==> src/rvCorePkg.sv <==
`default_nettype none

package rvCorePkg;

  localparam int xlen = 32;

  // major opcodes
  localparam logic [6:0] opLoad   = 7'b0000011;
  localparam logic [6:0] opStore  = 7'b0100011;
  localparam logic [6:0] opBranch = 7'b1100011;
  localparam logic [6:0] opJal    = 7'b1101111;
  localparam logic [6:0] opJalr   = 7'b1100111;
  localparam logic [6:0] opLui    = 7'b0110111;
  localparam logic [6:0] opAuipc  = 7'b0010111;
  localparam logic [6:0] opOp     = 7'b0110011;
  localparam logic [6:0] opOpImm  = 7'b0010011;
  localparam logic [6:0] opAmo    = 7'b0101111;
  localparam logic [6:0] opSystem = 7'b1110011;

  typedef enum logic [2:0] {
    aluAddr   = 3'b000, // load/store address
    aluBranch = 3'b001,
    aluReg    = 3'b010,
    aluPc     = 3'b011, // pc or upper add
    aluAmo    = 3'b100,
    aluImm    = 3'b110,
    aluNone   = 3'b111
  } aluOp_t;

  // func3 codes of the ALU and of branches
  localparam logic [2:0] f3AddSub = 3'b000;
  localparam logic [2:0] f3Sll    = 3'b001;
  localparam logic [2:0] f3Slt    = 3'b010;
  localparam logic [2:0] f3Sltu   = 3'b011;
  localparam logic [2:0] f3Xor    = 3'b100;
  localparam logic [2:0] f3SrlSra = 3'b101;
  localparam logic [2:0] f3Or     = 3'b110;
  localparam logic [2:0] f3And    = 3'b111;
  localparam logic [2:0] f3Beq    = 3'b000;
  localparam logic [2:0] f3Bne    = 3'b001;
  localparam logic [2:0] f3Blt    = 3'b100;
  localparam logic [2:0] f3Bge    = 3'b101;
  localparam logic [2:0] f3Bltu   = 3'b110;
  localparam logic [2:0] f3Bgeu   = 3'b111;

  // func7[6:2] of the atomics
  localparam logic [4:0] amoLr = 5'b00010;
  localparam logic [4:0] amoSc = 5'b00011;

  typedef struct packed {
    logic [6:0] func7;
    logic [4:0] rs2;
    logic [4:0] rs1;
    logic [2:0] func3;
    logic [4:0] rd;
    logic [6:0] opcode;
  } rType_t;

  typedef struct packed {
    logic [11:0] imm12;
    logic [4:0]  rs1;
    logic [2:0]  func3;
    logic [4:0]  rd;
    logic [6:0]  opcode;
  } iType_t;

  typedef struct packed {
    logic [6:0] immHi;
    logic [4:0] rs2;
    logic [4:0] rs1;
    logic [2:0] func3;
    logic [4:0] immLo;
    logic [6:0] opcode;
  } sType_t;

  typedef union packed {
    logic [31:0] raw;
    rType_t      rType;
    iType_t      iType;
    sType_t      sType; // also carries the B-type bits
  } rvInstr_t;

endpackage

`default_nettype wire
==> src/memArbiter.sv <==
`default_nettype none

module memArbiter import rvCorePkg::*; #(
  parameter int memWords = 1024
) (
  input  logic                        clk,
  input  logic                        rstN,
  input  logic                        hostReq,
  input  logic                        hostWe,
  input  logic [xlen-1:0]             hostAddr,
  input  logic [xlen-1:0]             hostWdata,
  input  logic                        fetchReq,
  input  logic [xlen-1:0]             fetchAddr,
  input  logic                        dataReq,
  input  logic                        dataWe,
  input  logic [xlen-1:0]             dataAddr,
  input  logic [xlen-1:0]             dataWdata,
  input  logic [xlen-1:0]             memRdata,
  output logic                        hostGnt,
  output logic                        fetchGnt,
  output logic                        fetchRvalid,
  output logic [xlen-1:0]             fetchRdata,
  output logic                        dataGnt,
  output logic                        dataRvalid,
  output logic [xlen-1:0]             dataRdata,
  output logic                        memEn,
  output logic                        memWe,
  output logic [$clog2(memWords)-1:0] memAddr,
  output logic [xlen-1:0]             memWdata
);

  localparam int addrW = $clog2(memWords);

  logic [xlen-1:0] selAddr; // byte address of the winner
  logic fetchOwn;
  logic dataOwn;

  assign hostGnt  = hostReq;
  assign dataGnt  = dataReq && !hostReq;
  assign fetchGnt = fetchReq && !hostReq && !dataReq;
  assign memEn    = hostGnt || dataGnt || fetchGnt;

  always_comb begin
    memWe    = 1'b0;
    selAddr  = fetchAddr;
    memWdata = dataWdata;
    if (hostGnt) begin
      memWe    = hostWe;
      selAddr  = hostAddr;
      memWdata = hostWdata;
    end else if (dataGnt) begin
      memWe   = dataWe;
      selAddr = dataAddr;
    end
  end

  assign memAddr = selAddr[addrW+1:2];

  // owner of the read in flight
  always_ff @(posedge clk) begin
    if (!rstN) begin
      fetchOwn <= 1'b0;
      dataOwn  <= 1'b0;
    end else begin
      fetchOwn <= fetchGnt;
      dataOwn  <= dataGnt && !dataWe;
    end
  end

  assign fetchRvalid = fetchOwn;
  assign dataRvalid  = dataOwn;
  assign fetchRdata  = memRdata;
  assign dataRdata   = memRdata;

  assert property (@(posedge clk) disable iff (!rstN) $onehot0({hostGnt, dataGnt, fetchGnt}));

endmodule

`default_nettype wire

==> config.mk <==
export PLATFORM = sky130hd
export DESIGN_NAME = memArbiter
export DESIGN_NICKNAME = d
export VERILOG_FILES = /design/src/rvCorePkg.sv /design/src/memArbiter.sv
export SDC_FILE = /design/constraint.sdc
export NUM_CORES = 1
export LEC_CHECK = 0
export BUFFER_PORTS_ARGS = -buffer_cell sky130_fd_sc_hd__buf_2
export CAP_MARGIN = 0
export CORE_AREA = 2 2 121 123
export CTS_CLUSTER_DIAMETER = 80
export DETAILED_ROUTE_END_ITERATION = 7
export DIE_AREA = 0 0 123 125
export GPL_TIMING_DRIVEN = 0
export PLACE_DENSITY = 0.49
export SLEW_MARGIN = 20
export SYNTH_ARGS = -nofsm -noshare
export SYNTH_HDL_FRONTEND = slang
export SYNTH_SLANG_ARGS = --single-unit
export TNS_END_PERCENT = 1
==> constraint.sdc <==
create_clock -name clk -period 0.8 [get_ports clk]
set_input_delay 0.04 -clock clk [delete_from_list [all_inputs] [get_ports clk]]
set_output_delay 0.04 -clock clk [all_outputs]
set_load 0.1 [all_outputs]
# Word-level counts from Yosys, hierarchy flattened
# Cells that the tools add are included.
# W data, S select, Z words.
# totals
input_bits	199
ff_bits	2
out_inout_bits	113
wordCells	16
# classes
n_reduce_logical	9
muxes	5
# op_table
operator	n
$mux W32	1
$mux W12	2
$logic_and A1 B1 Y1	4
$logic_not A1 Y1	3
$logic_or A1 B1 Y1	2
$mux W1	2

# Longest topological paths before layout
# Gate-level depths: netlist (run 1).
# depth
ltp_word	4
mapped_depth	4

# Worst setup path before layout (run 1)
# Ideal clock, no wire load.
# synth_path
path_type	input to output
start	input hostReq
end	output memWe
t_required_ps	760
slack_ps	-1731
arrival_ps	2491
path_buffers	1
path_stages	3
cell_sequence	buf_6 > nor2b_1 > a22o_1
# synth_via
elab_chain_cells	4
# synth_rtl
item	line_no	source
start: declaration	memArbiter.sv:8	input logic hostReq,
$logic_not A1 Y1	memArbiter.sv:39	assign dataGnt = dataReq && !hostReq;
$logic_and A1 B1 Y1	memArbiter.sv:39	
named net dataGnt	memArbiter.sv:23	output logic dataGnt,
$mux W1	memArbiter.sv:51	end else if (dataGnt) begin
$mux W1	memArbiter.sv:47	if (hostGnt) begin
end: declaration	memArbiter.sv:27	output logic memWe,
# The timed path passes the listed nets, and every way through them passes these cells.

# Worst setup path in the final report (run 1)
# layout_path
start	input dataReq
end	output memAddr[0]
# layout_via
elab_chain_cells	3
# layout_rtl
item	line_no	source
start: declaration	memArbiter.sv:14	input logic dataReq,
$logic_and A1 B1 Y1	memArbiter.sv:39	
$mux W12	memArbiter.sv:51	
$mux W12	memArbiter.sv:47	
end: declaration	memArbiter.sv:28	output logic [$clog2(memWords)-1:0] memAddr,
# Every way passes these cells.

==> out/metrics.cfg, run 1 <==
[clock_network]
cts_buffer_depth=2
numClockSinks=2
clkTransAtPathRegs_ns=0.03
cts_tree=done
postCtsSetupBuffers=0
cts_hold_buf=0
h-tree-depth=1
cts_buffers=3
cts_root_buf=clkbuf_16

[routing]
drt_wl_total_mm=5.68
num_vias=1743
drt-vias-per-instance=3.22
drt_iter0_drc=8
first_pass_iters=3
drc=0
ant_nets=0
wire_per_inst_um=10.5

[synthesis]
synth_nets=341
synth.cell_area_um2=1260
synth_xor_area_frac=0
yosysWarningCount=0
syn_inst=142
synthAdderAreaFrac=0
yosys.area_share.simple=0.0618
synth-compound-area-share=0.0468
seq_area_frac_synth=0.0319
syn_avg_cell_area_um2=8.85
synth.distinct_cells=15
synth_top_family_by_area=buffers and inverters
synthMuxAreaShare=0.423
ys_ff_latch=2

[layout]
diodes=0
nets=559
drive_gt1_frac=0.941
nFillCells=1529
multiInputGateArea_um2=748
syn_to_final_growth_pct=167
layout_commonest_cell=buf_2
most-common-layout-cells=buf_2, buf_4, buf_12
area.sequential_um2=42.5

[placed_design]
portBuffers=212
dp_hpwl_mm=4.38
post-place-ws_ns=-0.400
gp_congestion=0.689

[floorplanning]
die-width_um=123
io_pins=312
num_rows=44
initial_core_util=0.0884
core_area_um2=14200
die-area_um2=15400
chipHeight_um=125

[global_routing]
grt_pass1_vias=1719
grt_pass1_wl_mm=7.62
grt_max_degree=11
grt_use_total=0.0619
grt_overflow=0
antenna_found_initial=0

[job]
drv_cap=0

[setup_path]
path_cells=buf_12 -> buf_12 -> mux2i_4 -> o21ai_2 -> buf_12
path_common_cell=buf_12
slowest_stage=mux2i_4
cp_max_fo=5
worst-setup-path-type=input port to primary output
end_kind=primary output
cp_slowest_stage_delay_ns=0.19
start_kind=input port
cp.required_ns=0.76
worstPathArrival_ns=0.86

[timing]
max_clock_freq_mhz=1110
fin_crit_ns=0.897
holdWs_ns=0.0559
setup_violations=30
min_period_over_period=1.12
relSlewSlack=0.675
final-hold-violation-count=0
layout_setup_ws_ns=-0.0972
rsz0062_at_grt=true
tightestPinTransition_ns=0.491
drv_slew=0

[power]
cellPowerDensity_nw_per_um2=1610
ir_drop_mv=0.638
clkPwrFrac=0.144
finalPower_mw=5.39
internal_power_mw=2.10
power_leakage_nw=1.82
p_seq_frac=0.020
combPwrFrac=0.837
switching_share=0.610
power.switching_mw=3.29

[run_status]
status=finished with violations
violations=setup timing

[hold_path]
hold_path.class=input port to flip-flop

==> layout make-up <==
class                      instances  share of cell area
buffer                            72               0.177
clock buffer                       3              0.0224
multi-input combinational         68               0.223
sequential                         2              0.0127
tap                              184              0.0687
timing repair buffer             213               0.496
==> metrics by stage <==
stage,util,area (um^2),setup TNS [ns],std cells
2_1_floorplan,-,1330,-6.66,142
3_3_place_gp,0.184,2620,-8.23,538
3_5_place_dp,0.184,2620,-8.65,538
4_1_cts,0.234,3330,-1.44,542
5_1_grt,0.236,3350,-2.14,542
6_report,0.236,3350,-1.32,542
==> worst max-delay path, delay by kind of cell <==
family,cells,cell delay (ns)
buf+inv,3,0.45
compound gates,1,0.16
mux,1,0.19
==> routing by layer <==
metal  share of wire  GRT usage  up-vias
met3            0.13    0.00867        2
met2            0.51      0.128      152
met5               0          0        -
met4          0.0021     0.0107        0
li1                -          -      848
met1            0.35     0.0645      741
==> power by group through the flow <==
stage	Sequential (mW)	Combinational, mW	Clock, mW
CTS	0.105	4.50	0.787
global placement	0.105	3.89	0
detailed placement	0.105	3.90	0
finish	0.106	4.51	0.775
floorplan	0.125	3.29	0
global route	0.106	4.63	0.790
==> path summary, 6_finish.rpt <==
| check | start | endpoint | slack (ns) | depth (start not counted) |
|---|---|---|---|---|
| worst max-delay path | dataReq | memAddr[0] | -0.1 | 5 |
| worst min-delay path | rstN | fetchRvalid$_SDFF_PN0_ | 0.06 | 2 |
==> Yosys cell counts, drive strengths merged <==
cell type | instances | area [um^2]
o21ai | 10 | 50.1
and2 | 1 | 6.26
a22o | 1 | 8.76
dfxtp | 2 | 40.0
mux2 | 32 | 432
nor2b | 1 | 6.26
and3b | 1 | 8.76
or3 | 1 | 6.26
nand2 | 10 | 37.5
mux2i | 10 | 100
nor3b | 1 | 12.5
buf | 72 | 548
==> state kept, by name, indices dropped and copies added, names as in the netlist <==
signal and flops:
fetchRvalid 1, dataRvalid 1
==> cell families (layout without fill, tap and decap cells) <==
logic type,Yosys count,count (layout)
DFF,2,2
buffers and inverters,72,288
muxes,42,42
and+or+nand+nor,15,15
AOI/OAI and AO/OA,11,11
==> timing repair <==
item | 4_1_cts | 5_1_grt
endpoints found under the setup margin | 48 | 42
gates cloned | 1 | 0
gates resized for setup | 168 | 7
Note: power is estimated with default switching activity, not from simulation.
==> run 2, diff against run 1 <==
- CTS_CLUSTER_SIZE: unset -> 30
- SKIP_CTS_REPAIR_TIMING: unset -> 1
==> out/metrics.cfg, run 2 (synthesized netlist as in run 1, its figures left out) <==
[timing]
rsz0062_at_grt=true  ; unchanged
tightestPinTransition_ns=0.491  ; unchanged
relSlewSlack=0.675  ; unchanged
max_clock_freq_mhz=1100  ; was 1110 MHz
tns_ns=-1.42  ; was -1.32 ns
fin_crit_ns=0.910  ; was 0.897 ns
final-hold-violation-count=0  ; unchanged
layout_setup_ws_ns=-0.110  ; was -0.0972 ns
setup_violations=30  ; unchanged
min_period_over_period=1.14  ; was 1.12
drv_slew=0  ; unchanged

[floorplanning]
io_pins=312  ; unchanged
core_area_um2=14200  ; unchanged
die-area_um2=15400  ; unchanged
num_rows=44  ; unchanged
initial_core_util=0.0884  ; unchanged
die-width_um=123  ; unchanged
chipHeight_um=125  ; unchanged

[global_routing]
grt_pass1_wl_mm=6.44  ; was 7.62 mm
grt_pass1_vias=1577  ; was 1,719
antenna_found_initial=0  ; unchanged
grt_overflow=0  ; unchanged
grt_use_total=0.0514  ; was 0.0619
grt_max_degree=11  ; unchanged

[setup_path]
slowest_stage=mux2i_4  ; unchanged
cp_max_fo=5  ; unchanged
worstPathArrival_ns=0.87  ; was 0.86 ns
path_cells=buf_12 -> buf_12 -> mux2i_4 -> o21ai_2 -> buf_12  ; unchanged
cp_top_family=buffers and inverters  ; unchanged
cp_slowest_stage_delay_ns=0.19  ; about the same
path_common_cell=buf_12  ; unchanged
cp.required_ns=0.76  ; about the same
worst-setup-path-type=input port to primary output  ; unchanged
start_kind=input port  ; unchanged
end_kind=primary output  ; unchanged
path_buf_inv=3  ; unchanged

[layout]
post-route-cell-area_um2=3330  ; was 3350 um^2
utilization=0.234  ; was 0.236
final_cell_count_no_fill=542  ; unchanged
nFillCells=1535  ; was 1,529
syn_to_final_growth_pct=165  ; was 167%
nets=559  ; unchanged
drive_gt1_frac=0.944  ; was 0.941
multiInputGateArea_um2=748  ; unchanged
layout_commonest_cell=buf_2  ; unchanged
most-common-layout-cells=buf_2, buf_4, buf_12  ; unchanged
diodes=0  ; unchanged
area.sequential_um2=42.5  ; unchanged

[placed_design]
dpl-instance-area_um2=2620  ; unchanged
gp_congestion=0.689  ; unchanged
portBuffers=212  ; unchanged
placed_cells=538  ; unchanged
dp_hpwl_mm=4.38  ; unchanged

[job]
drv_cap=0  ; unchanged

[clock_network]
cts_buffers=3  ; unchanged
clkTransAtPathRegs_ns=0.03  ; about the same
cts_root_buf=clkbuf_16  ; unchanged
cts_tree=done  ; unchanged
numClockSinks=2  ; unchanged
h-tree-depth=1  ; unchanged
cts_buffer_depth=2  ; unchanged

[hold_path]
hold_path.class=input port to flip-flop  ; unchanged

[routing]
drt-vias-per-instance=3.23  ; was 3.22
drc=0  ; unchanged
num_vias=1750  ; was 1,743
wire_per_inst_um=10.5  ; about the same
ant_nets=0  ; unchanged
first_pass_iters=4  ; was 3
drt_wl_total_mm=5.70  ; was 5.68 mm
drt_iter0_drc=10  ; was 8

[run_status]
status=finished with violations  ; unchanged
violations=setup timing  ; unchanged

[power]
ir_drop_mv=0.638  ; about the same
finalPower_mw=5.36  ; was 5.39 mW
power_leakage_nw=1.81  ; was 1.82 nW
cellPowerDensity_nw_per_um2=1610  ; about the same

-- run 2: final cells by class --
| class | instances | area share |
|---|---|---|
| plain buffers | 72 | 0.178 |
| clock buffers | 3 | 0.0225 |
| multi-input cells | 68 | 0.225 |
| flip-flops and latches | 2 | 0.0128 |
| well taps | 184 | 0.0691 |
| repair buffers | 213 | 0.492 |
-- run 2: report_power, final --
| part | switching (mW) | internal (mW) | total (mW) | leakage, nW |
|---|---|---|---|---|
| logic | 3.14 | 1.35 | 4.49 | 1.75 |
| clock network | 0.131 | 0.637 | 0.768 | 0.0370 |
| registers | 0.00228 | 0.104 | 0.106 | 0.0172 |
-- run 2: metrics by stage --
stage	setup slack, ns	hold WS, ns
finish	-0.110	0.0593
floorplan	-0.491	0.167
detailed placement	-0.400	0.273
global route	-0.149	0.0673
CTS	-0.402	0.0533
global placement	-0.399	0.262
-- run 2: path summary, 6_finish.rpt --
kind,start,depth (start not counted),slack [ns],to
setup / recovery,dataReq,5,-0.11,memAddr[0]
hold / removal,rstN,2,0.06,fetchRvalid$_SDFF_PN0_
-- run 2: layer usage --
metal,share of wire,vias to the layer above,global-route usage
li1,-,848,-
met1,0.36,748,0.0540
met2,0.51,152,0.106
met3,0.13,2,0.00593
met4,0.0021,0,0.0107
met5,0,-,0
==> run 3, diff against run 2 <==
- MAX_ROUTING_LAYER: unset -> met4
- SKIP_CTS_REPAIR_TIMING: 1 -> unset
==> out/metrics.cfg, run 3 <==
[synthesis]
synth-compound-area-share=0.0468  ; unchanged
syn_avg_cell_area_um2=8.85  ; unchanged
synth.cell_area_um2=1260  ; unchanged
synth_nets=341  ; unchanged
synth.most_common_cell=buf_4  ; unchanged
synthMuxAreaShare=0.423  ; unchanged
synthAdderAreaFrac=0  ; unchanged
synthFlopType=dfxtp_1  ; unchanged
synthArstFlopShare=0  ; unchanged
synth.distinct_cells=15  ; unchanged
synth_area_leaders=buf_4, mux2_4, mux2_2, mux2i_1, o21ai_0  ; unchanged
ys_ff_latch=2  ; unchanged
yosysTopAreaCellShare=0.388  ; unchanged
synth_top_family_by_area=buffers and inverters  ; unchanged
synth_common_cells=buf_4, mux2_4, mux2_2  ; unchanged
yosysWarningCount=0  ; unchanged
post-synth-top-area-cell=buf_4  ; unchanged
seq_area_frac_synth=0.0319  ; unchanged
syn_inst=142  ; unchanged
synth_xor_area_frac=0  ; unchanged
synth_edf_count=0  ; unchanged
yosys.area_share.simple=0.0618  ; unchanged

[floorplanning]
num_rows=44  ; unchanged
die-width_um=123  ; unchanged
initial_core_util=0.0884  ; unchanged
chipHeight_um=125  ; unchanged
io_pins=312  ; unchanged

[run_status]
status=stopped before the end  ; was finished with violations
haltStage=detailed routing (5_2_route)
firstError=[ERROR DRT-0255] Maze Route cannot find path of net clk in worker of routeBox ( 96600 0 ) ( 123000 48300 ).

[global_routing]
grt_overflow=0  ; unchanged
grt_max_degree=11  ; unchanged
grt_use_total=0.0637  ; was 0.0514
grt_pass1_wl_mm=7.62  ; was 6.44 mm
grt_pass1_vias=1718  ; was 1,577
antenna_found_initial=0  ; unchanged

[placed_design]
gp_congestion=0.696  ; was 0.689
dpl-instance-area_um2=2620  ; unchanged
placed_cells=538  ; unchanged
dp_hpwl_mm=4.38  ; unchanged
portBuffers=212  ; unchanged

[clock_network]
cts_buffers=3  ; unchanged
numClockSinks=2  ; unchanged
cts_buffer_depth=2  ; unchanged
h-tree-depth=1  ; unchanged
cts_root_buf=clkbuf_16  ; unchanged

[timing]
worstEpCategory=output port
crit_endpoint=memAddr[0]

## run 3: metrics by stage
step,setup slack (ns),setup TNS (ns)
after global routing,-0.131,-2.14
after CTS,-0.109,-1.44
after detailed placement,-0.400,-8.65
after global placement,-0.399,-8.23
after floorplan,-0.491,-6.66
## run 3: kinds of logic after synthesis
group,after synthesis
buffers and inverters,72
flip-flops,2
AND/OR/NAND/NOR,15
multiplexers,42
AO/OA/AOI/OAI,11
## run 3: per-layer routing
metal	global-route usage
met2	0.128
met5	-
met1	0.0658
met4	0.0107
met3	0.00639
## run 3: timing repair
| action | CTS | global route |
|---|---|---|
| endpoints found under the setup margin | 48 | 42 |
| setup buffers | 0 | 0 |
| hold buffers | 0 | 0 |
| gates cloned | 1 | 0 |
| gates resized for setup | 168 | 7 |
==> run 4, diff against run 3 <==
- CTS_CLUSTER_DIAMETER: 80 -> unset
- CTS_CLUSTER_SIZE: 30 -> unset
- MAX_ROUTING_LAYER: met4 -> unset
- PLACE_DENSITY: 0.49 -> unset
- PLACE_DENSITY_LB_ADDON: unset -> 0.15
==> out/metrics.cfg, run 4 (synthesized netlist as in run 1, its figures left out) <==
[run_status]
status=finished with violations  ; was stopped before the end
violations=setup timing

[setup_path]
start_kind=input port
path_buf_inv=3
path_cells=buf_12 -> buf_12 -> mux2i_2 -> o21ai_2 -> buf_12
end_kind=primary output
slowest_stage=buf_12
cp.required_ns=0.76
worstPathArrival_ns=0.82
cp_max_fo=5
cp_top_family=buffers and inverters
cp_slowest_stage_delay_ns=0.19
path_common_cell=buf_12
worst-setup-path-type=input port to primary output

[layout]
diodes=0
layout_commonest_cell=buf_2
syn_to_final_growth_pct=167
drive_gt1_frac=0.944
post-route-cell-area_um2=3350
nFillCells=1516
nets=559
most-common-layout-cells=buf_2, buf_4, buf_12

[floorplanning]
die-width_um=123  ; unchanged
die-area_um2=15400
chipHeight_um=125  ; unchanged
initial_core_util=0.0884  ; unchanged
num_rows=44  ; unchanged
core_area_um2=14200
io_pins=312  ; unchanged

[global_routing]
grt_max_degree=11  ; unchanged
grt_use_total=0.0597  ; was 0.0637
grt_pass1_wl_mm=7.42  ; was 7.62 mm
grt_pass1_vias=1795  ; was 1,718
grt_overflow=0  ; unchanged
antenna_found_initial=0  ; unchanged

[hold_path]
min_from=rstN
hold_depth=2
hold_path_end=fetchRvalid$_SDFF_PN0_
hold_path.class=input port to flip-flop

[timing]
max_clock_freq_mhz=1160
tns_ns=-1.21
drv_slew=0
fin_crit_ns=0.865
final-hold-violation-count=0
min_period_over_period=1.08
tightestPinTransition_ns=0.491
rsz0062_at_grt=true
relSlewSlack=0.675
layout_setup_ws_ns=-0.0649
setup_violations=29

[routing]
met2WireLength_mm=2.83
drt_wl_total_mm=5.44
wl_met3_um=793
met1_length_mm=1.78
highest_layer=met4
drt_iter0_drc=14
wire_per_inst_um=10.0
ant_nets=0
first_pass_iters=2
drt-vias-per-instance=3.24
num_vias=1755
drc=0

[power]
clkPwrFrac=0.142
p_seq_frac=0.020
combPwrFrac=0.838
power.switching_mw=3.26
finalPower_mw=5.36
ir_drop_mv=0.562
internal_power_mw=2.10
cellPowerDensity_nw_per_um2=1600
power_leakage_nw=1.81
switching_share=0.608

[job]
drv_cap=0

[clock_network]
clkTransAtPathRegs_ns=0.03
cts_buffers=3  ; unchanged
cts_buffer_depth=2  ; unchanged
postCtsSetupBuffers=0  ; unchanged
cts_root_buf=clkbuf_16  ; unchanged
numClockSinks=2  ; unchanged
cts_tree=done
h-tree-depth=1  ; unchanged

[placed_design]
dpl-instance-area_um2=2620  ; unchanged
portBuffers=212  ; unchanged
dp_hpwl_mm=4.36  ; was 4.38 mm
gp_congestion=0.645  ; was 0.696
post-place-ws_ns=-0.328  ; was -0.400 ns

run 4: what timing repair did:
action | 4_1_cts | 5_1_grt
hold buffers | 0 | 0
gates resized for setup | 165 | 10
cloned | 1 | 0
pin swaps | 1 | 1
endpoints found under the setup margin | 48 | 43
run 4: per-layer routing:
metal,vias to the layer above,global-route usage
li1,847,-
met1,755,0.0587
met2,148,0.124
met3,5,0.0132
met4,0,0.00936
met5,-,0
run 4: worst max path at each step:
stage / start / end / slack [ns] / depth (start not counted)
floorplan: hostReq / fetchRvalid$_SDFF_PN0_ / -0.49 / 3
global placement: dataReq / memAddr[0] / -0.31 / 5
detailed placement: dataReq / memAddr[0] / -0.33 / 5
CTS: dataReq / memAddr[0] / -0.07 / 5
global route: dataReq / memAddr[0] / -0.09 / 5
finish: dataReq / memAddr[4] / -0.06 / 5
run 4: layout make-up:
type                            count  area, um^2  share of cell area
Timing Repair Buffer              213        1660               0.496
Multi-Input combinational cell     68         747               0.223
Tap cell                          184         230              0.0687
Buffer                             72         594               0.177
Clock buffer                        3        75.1              0.0224
Sequential cell                     2        42.5              0.0127
run 4: per-stage QoR:
step / utilization / hold slack (ns) / std cells
3_5_place_dp: 0.184 / 0.271 / 538
3_3_place_gp: 0.184 / 0.271 / 538
5_1_grt: 0.236 / 0.0594 / 542
4_1_cts: 0.233 / 0.0476 / 542
2_1_floorplan: - / 0.167 / 142
6_report: 0.236 / 0.0494 / 542
run 4: power by group through the flow:
stage	Combinational [mW]	Clock [mW]	Sequential, mW
6_report	4.49	0.762	0.106
5_1_grt	4.62	0.779	0.106
4_1_cts	4.49	0.766	0.104
3_5_place_dp	3.90	0	0.105
3_3_place_gp	3.89	0	0.105
2_1_floorplan	3.29	0	0.125
